==> config.mk <==
export PLATFORM = sky130hd
export DESIGN_NAME = apb_subsystem_top
export DESIGN_NICKNAME = d
export VERILOG_FILES = /design/src/design/ahbl_pkg.sv /design/src/design/apb_pkg.sv /design/src/design/apb_if.sv /design/src/design/ahbl_to_apb.sv /design/src/design/apb_splitter.sv /design/src/design/apb_regfile.sv /design/src/design/apb_subsystem_top.sv
export VERILOG_INCLUDE_DIRS = /design/src /design/src/design
export SDC_FILE = /design/constraint.sdc
export NUM_CORES = 1
export LEC_CHECK = 0
export BUFFER_PORTS_ARGS = -buffer_cell sky130_fd_sc_hd__buf_2
export CAP_MARGIN = 10
export CORE_MARGIN = 10
export CORE_UTILIZATION = 60
export DETAILED_ROUTE_END_ITERATION = 8
export MAX_ROUTING_LAYER = met4
export PLACE_DENSITY = 0.75
export SLEW_MARGIN = 30
export SYNTH_ARGS = -nofsm -noshare
export SYNTH_HDL_FRONTEND = slang
export SYNTH_HIERARCHICAL = 1
export SYNTH_SLANG_ARGS = --single-unit
==> constraint.sdc <==
create_clock -name clk -period 5.6 [get_ports clk]
set_input_delay 1.4 -clock clk [delete_from_list [all_inputs] [get_ports clk]]
set_output_delay 1.4 -clock clk [all_outputs]
set_load 0.02 [all_outputs]
==> src/design/apb_bridge_config.svh <==
`ifndef APB_BRIDGE_CONFIG_SVH
`define APB_BRIDGE_CONFIG_SVH

// Bus widths.
`define W_HADDR 32
`define W_PADDR 16
`define W_DATA 32

// Field of paddr that picks the peripheral.
`define REGION_MSB 15
`define REGION_LSB 12

// Words per register file; the last one is the read-only ID.
`define REGFILE_WORDS 8

`endif

==> src/design/ahbl_pkg.sv <==
`default_nettype none

package ahbl_pkg;

	// Transfer type of an AHB-Lite address phase.
	typedef enum logic [1:0] {
		IDLE   = 2'b00,
		BUSY   = 2'b01,
		NONSEQ = 2'b10,
		SEQ    = 2'b11
	} htrans_t;

	// Response of a data phase.
	typedef enum logic {
		OKAY  = 1'b0,
		ERROR = 1'b1
	} hresp_t;

endpackage

`default_nettype wire

==> src/design/apb_pkg.sv <==
`default_nettype none

package apb_pkg;

	// State of the AHB-Lite to APB bridge.
	typedef enum logic [2:0] {
		RD_SETUP  = 3'h0,
		RD_ACCESS = 3'h1,
		WR_SETUP  = 3'h2,
		WR_ACCESS = 3'h3,
		IDLE      = 3'h4
	} bridge_state_t;

	// Peripheral picked by the region field of paddr.
	typedef enum logic [1:0] {
		REGION_RF0  = 2'd0,
		REGION_RF1  = 2'd1,
		REGION_NONE = 2'd2
	} apb_region_t;

endpackage

`default_nettype wire

==> src/design/apb_if.sv <==
`timescale 1ns/1ps
`default_nettype none

`include "apb_bridge_config.svh"

interface apb_if;

	logic [`W_PADDR-1:0] paddr;
	logic                psel;
	logic                penable;
	logic                pwrite;
	logic [`W_DATA-1:0]  pwdata;
	logic                pready;
	logic [`W_DATA-1:0]  prdata;
	logic                pslverr;

	modport master (
		output paddr, psel, penable, pwrite, pwdata,
		input  pready, prdata, pslverr
	);

	modport slave (
		input  paddr, psel, penable, pwrite, pwdata,
		output pready, prdata, pslverr
	);

endinterface

`default_nettype wire

==> src/design/ahbl_to_apb.sv <==
`timescale 1ns/1ps
`default_nettype none

`include "apb_bridge_config.svh"

module ahbl_to_apb (
	input  logic                 clk,
	input  logic                 rst_n,

	input  logic                 hready,
	output logic                 hready_resp,
	output ahbl_pkg::hresp_t     hresp,
	input  logic [`W_HADDR-1:0]  haddr,
	input  logic                 hwrite,
	input  ahbl_pkg::htrans_t    htrans,
	input  logic [`W_DATA-1:0]   hwdata,
	output logic [`W_DATA-1:0]   hrdata,

	apb_if.master                apb
);

	import ahbl_pkg::*;
	import apb_pkg::*;

	bridge_state_t state;
	logic          in_access;
	logic          active;

	assign active = (htrans == NONSEQ) || (htrans == SEQ);
	assign in_access = (state == RD_ACCESS) || (state == WR_ACCESS);

	// The data phase ends when APB completes, or at once if nothing is pending.
	assign hready_resp = (in_access && apb.pready) || (state == apb_pkg::IDLE);
	assign hrdata = apb.prdata;
	assign hresp = apb.pslverr ? ERROR : OKAY;

	always_comb begin
		case (state)
			RD_SETUP: begin
				apb.psel = 1'b1;
				apb.penable = 1'b0;
				apb.pwrite = 1'b0;
			end
			RD_ACCESS: begin
				apb.psel = 1'b1;
				apb.penable = 1'b1;
				apb.pwrite = 1'b0;
			end
			WR_SETUP: begin
				apb.psel = 1'b1;
				apb.penable = 1'b0;
				apb.pwrite = 1'b1;
			end
			WR_ACCESS: begin
				apb.psel = 1'b1;
				apb.penable = 1'b1;
				apb.pwrite = 1'b1;
			end
			default: begin
				apb.psel = 1'b0;
				apb.penable = 1'b0;
				apb.pwrite = 1'b0;
			end
		endcase
	end

	always_ff @(posedge clk or negedge rst_n) begin
		if (!rst_n) begin
			state <= apb_pkg::IDLE;
			apb.paddr <= '0;
		end else begin
			if (state == WR_SETUP)
				state <= WR_ACCESS;
			if (state == RD_SETUP)
				state <= RD_ACCESS;
			// hready is low in setup and in a stalled access, so this only fires at a boundary.
			if (hready) begin
				if (active) begin
					apb.paddr <= haddr[`W_PADDR-1:0];
					state <= hwrite ? WR_SETUP : RD_SETUP;
				end else begin
					state <= apb_pkg::IDLE;
				end
			end
		end
	end

	// Write data arrives in the AHB data phase, which is the APB setup cycle.
	always_ff @(posedge clk) begin
		if (state == WR_SETUP)
			apb.pwdata <= hwdata;
	end

endmodule

`default_nettype wire

==> src/design/apb_splitter.sv <==
`timescale 1ns/1ps
`default_nettype none

`include "apb_bridge_config.svh"

module apb_splitter (
	apb_if.slave  upstream,
	apb_if.master rf0,
	apb_if.master rf1
);

	import apb_pkg::*;

	localparam integer W_REGION = `REGION_MSB - `REGION_LSB + 1;

	logic [W_REGION-1:0] field;
	apb_region_t         region;

	assign field = upstream.paddr[`REGION_MSB:`REGION_LSB];

	always_comb begin
		if (field == W_REGION'(0))
			region = REGION_RF0;
		else if (field == W_REGION'(1))
			region = REGION_RF1;
		else
			region = REGION_NONE;
	end

	// Requests go to both peripherals; only psel is steered.
	assign rf0.paddr = upstream.paddr;
	assign rf0.penable = upstream.penable;
	assign rf0.pwrite = upstream.pwrite;
	assign rf0.pwdata = upstream.pwdata;
	assign rf0.psel = upstream.psel && (region == REGION_RF0);

	assign rf1.paddr = upstream.paddr;
	assign rf1.penable = upstream.penable;
	assign rf1.pwrite = upstream.pwrite;
	assign rf1.pwdata = upstream.pwdata;
	assign rf1.psel = upstream.psel && (region == REGION_RF1);

	always_comb begin
		case (region)
			REGION_RF0: begin
				upstream.pready = rf0.pready;
				upstream.prdata = rf0.prdata;
				upstream.pslverr = rf0.pslverr;
			end
			REGION_RF1: begin
				upstream.pready = rf1.pready;
				upstream.prdata = rf1.prdata;
				upstream.pslverr = rf1.pslverr;
			end
			default: begin
				// Nothing lives here. Fail at the first access cycle.
				upstream.pready = 1'b1;
				upstream.prdata = '0;
				upstream.pslverr = upstream.psel && upstream.penable;
			end
		endcase
	end

endmodule

`default_nettype wire

==> src/design/apb_regfile.sv <==
`timescale 1ns/1ps
`default_nettype none

`include "apb_bridge_config.svh"

module apb_regfile #(
	parameter integer             WAIT_STATES = 0,
	parameter logic [`W_DATA-1:0] ID_VALUE = '0
) (
	input  logic  clk,
	input  logic  rst_n,
	apb_if.slave  apb
);

	localparam integer W_IDX = $clog2(`REGFILE_WORDS);
	localparam integer W_CNT = (WAIT_STATES > 0) ? $clog2(WAIT_STATES + 1) : 1;
	localparam logic [W_CNT-1:0] CNT_LAST = W_CNT'(WAIT_STATES);
	localparam logic [W_IDX-1:0] ID_IDX = W_IDX'(`REGFILE_WORDS - 1);

	logic [`W_DATA-1:0] regs [0:`REGFILE_WORDS-2];
	logic [W_CNT-1:0]   wait_cnt;
	logic [W_IDX-1:0]   idx;
	logic               is_id;
	logic               done;

	assign idx = apb.paddr[W_IDX+1:2];
	assign is_id = (idx == ID_IDX);
	assign done = apb.psel && apb.penable && (wait_cnt == CNT_LAST);

	assign apb.pready = done;
	assign apb.pslverr = done && apb.pwrite && is_id; // The ID word is read-only.

	always_comb begin
		if (is_id)
			apb.prdata = ID_VALUE;
		else
			apb.prdata = regs[idx];
	end

	// Counts access cycles; cleared between transfers so back-to-back ones wait again.
	always_ff @(posedge clk or negedge rst_n) begin
		if (!rst_n)
			wait_cnt <= '0;
		else if (!apb.psel || done)
			wait_cnt <= '0;
		else if (apb.penable)
			wait_cnt <= wait_cnt + 1'b1;
	end

	always_ff @(posedge clk or negedge rst_n) begin
		if (!rst_n) begin
			for (int i = 0; i < `REGFILE_WORDS - 1; i++)
				regs[i] <= '0;
		end else if (done && apb.pwrite && !is_id) begin
			regs[idx] <= apb.pwdata;
		end
	end

endmodule

`default_nettype wire

==> src/design/apb_subsystem_top.sv <==
`timescale 1ns/1ps
`default_nettype none

`include "apb_bridge_config.svh"

module apb_subsystem_top (
	input  logic                 clk,
	input  logic                 rst_n,

	input  logic                 hready,
	output logic                 hready_resp,
	output ahbl_pkg::hresp_t     hresp,
	input  logic [`W_HADDR-1:0]  haddr,
	input  logic                 hwrite,
	input  ahbl_pkg::htrans_t    htrans,
	input  logic [`W_DATA-1:0]   hwdata,
	output logic [`W_DATA-1:0]   hrdata
);

	apb_if apb_bus ();
	apb_if apb_rf0 ();
	apb_if apb_rf1 ();

	ahbl_to_apb bridge_inst (
		.clk         (clk),
		.rst_n       (rst_n),
		.hready      (hready),
		.hready_resp (hready_resp),
		.hresp       (hresp),
		.haddr       (haddr),
		.hwrite      (hwrite),
		.htrans      (htrans),
		.hwdata      (hwdata),
		.hrdata      (hrdata),
		.apb         (apb_bus.master)
	);

	apb_splitter splitter_inst (
		.upstream (apb_bus.slave),
		.rf0      (apb_rf0.master),
		.rf1      (apb_rf1.master)
	);

	// Zero-wait peripheral at region 0.
	apb_regfile #(
		.WAIT_STATES (0),
		.ID_VALUE    (32'h5246_0000)
	) rf0_inst (
		.clk   (clk),
		.rst_n (rst_n),
		.apb   (apb_rf0.slave)
	);

	// Slower peripheral at region 1.
	apb_regfile #(
		.WAIT_STATES (2),
		.ID_VALUE    (32'h5246_0001)
	) rf1_inst (
		.clk   (clk),
		.rst_n (rst_n),
		.apb   (apb_rf1.slave)
	);

endmodule

`default_nettype wire

==> flow_summary.toml <==
[min_path]
worstHoldEndpoint = "rf1_inst/regs[110]"
min-delay-start = "rf1_inst/regs[110]"
whs_path_depth = 1
hp-class = "flop to flop"

[sta]
setup_viol = 0
slew_headroom_pct = 39.39
hold_ws_ps = 479.7
finalHoldViolations = 0
fin_tns_setup_ps = 0
finClkSkew_ps = 15.38
worst_slew_pin_slew_ps = 907.2
drv_slew = 0
period_share_pct = 88.64
max_clock_freq_ghz = 0.2015
rsz0062_at_grt = "no"
fin_ws_ps = 636.2
min_period_ps = 4964

[die]
start_util_pct = 61.07
dieArea_um2 = 47970
row_count = 72
fp.dieH_um = 219.0
coreArea_um2 = 38920
fp.dieW_um = 219.0
io_pins = 104

[detailed_routing]
first_pass_iters = 5
vias = 14640
drt-initial-drc-count = 1459
drcViolationCount = 0
totalWireLength_mm = 60.18
ant_nets = 0
via_per_inst = 6.472
wl_per_cell_um = 26.61

[worst_setup_path]
cp_max_fo = 63
r2r_slack_ps = 1870
crit-reg2reg-capture = "rf1_inst/regs[53]"
critical_path.max_stage_delay_ps = 930
worstSetupStartpointType = "flop"
criticalPathCategory = "flop to output port"
crit_required_ps = 4200
slowest_stage = "dfrtp_4"
rr_startpoint = "bridge_inst/apb.paddr[2]"
cp-end-kind = "output port"
cp.arrival_ps = 3560
reg2regPathDepth = 6
crit_chain = "nor2b_1 > a22oi_1 > o221ai_1 > mux2i_1 > nor2_1 > buf_2"
crit_path_start = "bridge_inst/apb.paddr[4]"

[power]
power_leakage_uw = 0.01253
peakVddDrop_mv = 0.2257
power_density_nw_per_um2 = 305.8
totalPowerFinal_uw = 7768

[finish]
nFillCells = 2872
multi_input_area_um2 = 9742
design_area_um2 = 25400
final_nets = 1772
area_delta_synth_final_pct = 6.886
drive_gt1_share_pct = 39.07
regArea_um2 = 12510

[global_routing]
grt_use_total_pct = 25.75
overflow = 0
grt_pass1_vias = 15110
grt_first_pass_wirelength_mm = 92.20
antenna_found_initial = 1
grt_max_degree = 112

[cts]
cts_setup_buffers = 0
clock-sinks = 493
cts_hold_buf = 0
cts-resized-gates = 0
h-tree-depth = 2
path_clk_slew_ps = 60
root_buffer = "clkbuf_16"
cts_tree = "yes"
cts_buffer_depth = 3
clk_latency_ps = 600
cts_buffers = 52

[placement]
port_buffers = 77
pre_cts_slack_ps = 1302
gp_congestion = 0.8071
dp_hpwl_mm = 36.09
postPlaceCellArea_um2 = 23710

[synth]
synth_warnings = 6
syn_nets = 1834
synth.cell_area_um2 = 23770
synth_area_per_cell_um2 = 13.48
netlist_instances = 1763

[flow_run]
cap_violations = 0

[outcome]
status = "complete, no violations"
==> metal layers <==
layer | up-vias | track usage [%] | share of wire, %
met5 | - | - | 0
met4 | 0 | 9.538 | 3.6
met3 | 140 | 5.048 | 7.0
met2 | 521 | 39.70 | 47
met1 | 7732 | 33.42 | 42
li1 | 6247 | - | -
==> power breakdown <==
part | total [uW] | internal [uW] | switching [uW]
sequential | 3740 | 3630 | 109
clock | 3400 | 1990 | 1410
combinational | 627 | 190 | 437
total | 7770 | 5810 | 1960
==> flip-flops by register name, summed over array words and instances (netlist names) <==
name / flops
bridge_inst/state: 3
bridge_inst/apb.pwdata: 32
rf1_inst/wait_cnt: 2
rf0_inst/regs: 224
rf1_inst/regs: 224
bridge_inst/apb.paddr: 7
rf0_inst/wait_cnt: 1
==> layout make-up <==
cell class,count,share of cell area [%]
Sequential cell,493,49.25
Antenna cell,1,0.009850
Timing Repair Buffer,126,3.182
Clock inverter,21,0.8176
Inverter,7,0.1034
Multi-Input combinational cell,1021,38.35
Tap cell,518,2.551
Clock buffer,75,5.743
==> how the worst max path moves through the flow <==
stage | end
floorplan | hresp
global placement | hrdata[20]
detailed placement | hrdata[20]
CTS | hrdata[5]
global route | hrdata[24]
finish | hrdata[20]
==> cells in the final DEF, fill, tap and decap left out, types with 4 or more instances in the layout <==
cell type  count
a32oi_1        7
o221ai_1      19
a221oi_1       4
nor2_1        40
and2_1         6
edfxtp_1      32
a2bb2oi_1     14
buf_4         46
nand2b_1       5
and3b_1       90
nor2b_1        7
clkbuf_1      17
clkinv_1       4
bufinv_16      4
dfrtp_1      456
mux2_4        34
nand2_1        9
o211ai_1      49
a22oi_1      105
mux2i_1       52
a21oi_1       12
mux2_1        59
mux2_2       415
clkbuf_16     53
clkbuf_8       5
buf_2         76
o21a_1         8
o21ai_0       46
clkinv_2      11
inv_1          5
==> stage by stage <==
step                      instances  util [%]
after floorplan                1763         -
after global placement         2164     60.89
after detailed placement       2164     60.92
after CTS                      2260     65.20
after global routing           2262     65.28
final                          2262     65.28
==> worst max-delay path: cells and delay by family, from the launching register on <==
| family | cells | cell delay [ps] |
|---|---|---|
| flip-flops | 1 | 930 |
| AO/OA/AOI/OAI | 2 | 480 |
| AND/OR/NAND/NOR | 2 | 1090 |
| buffers and inverters | 1 | 230 |
| multiplexers | 1 | 180 |
Power figures use the tool's default switching activity.
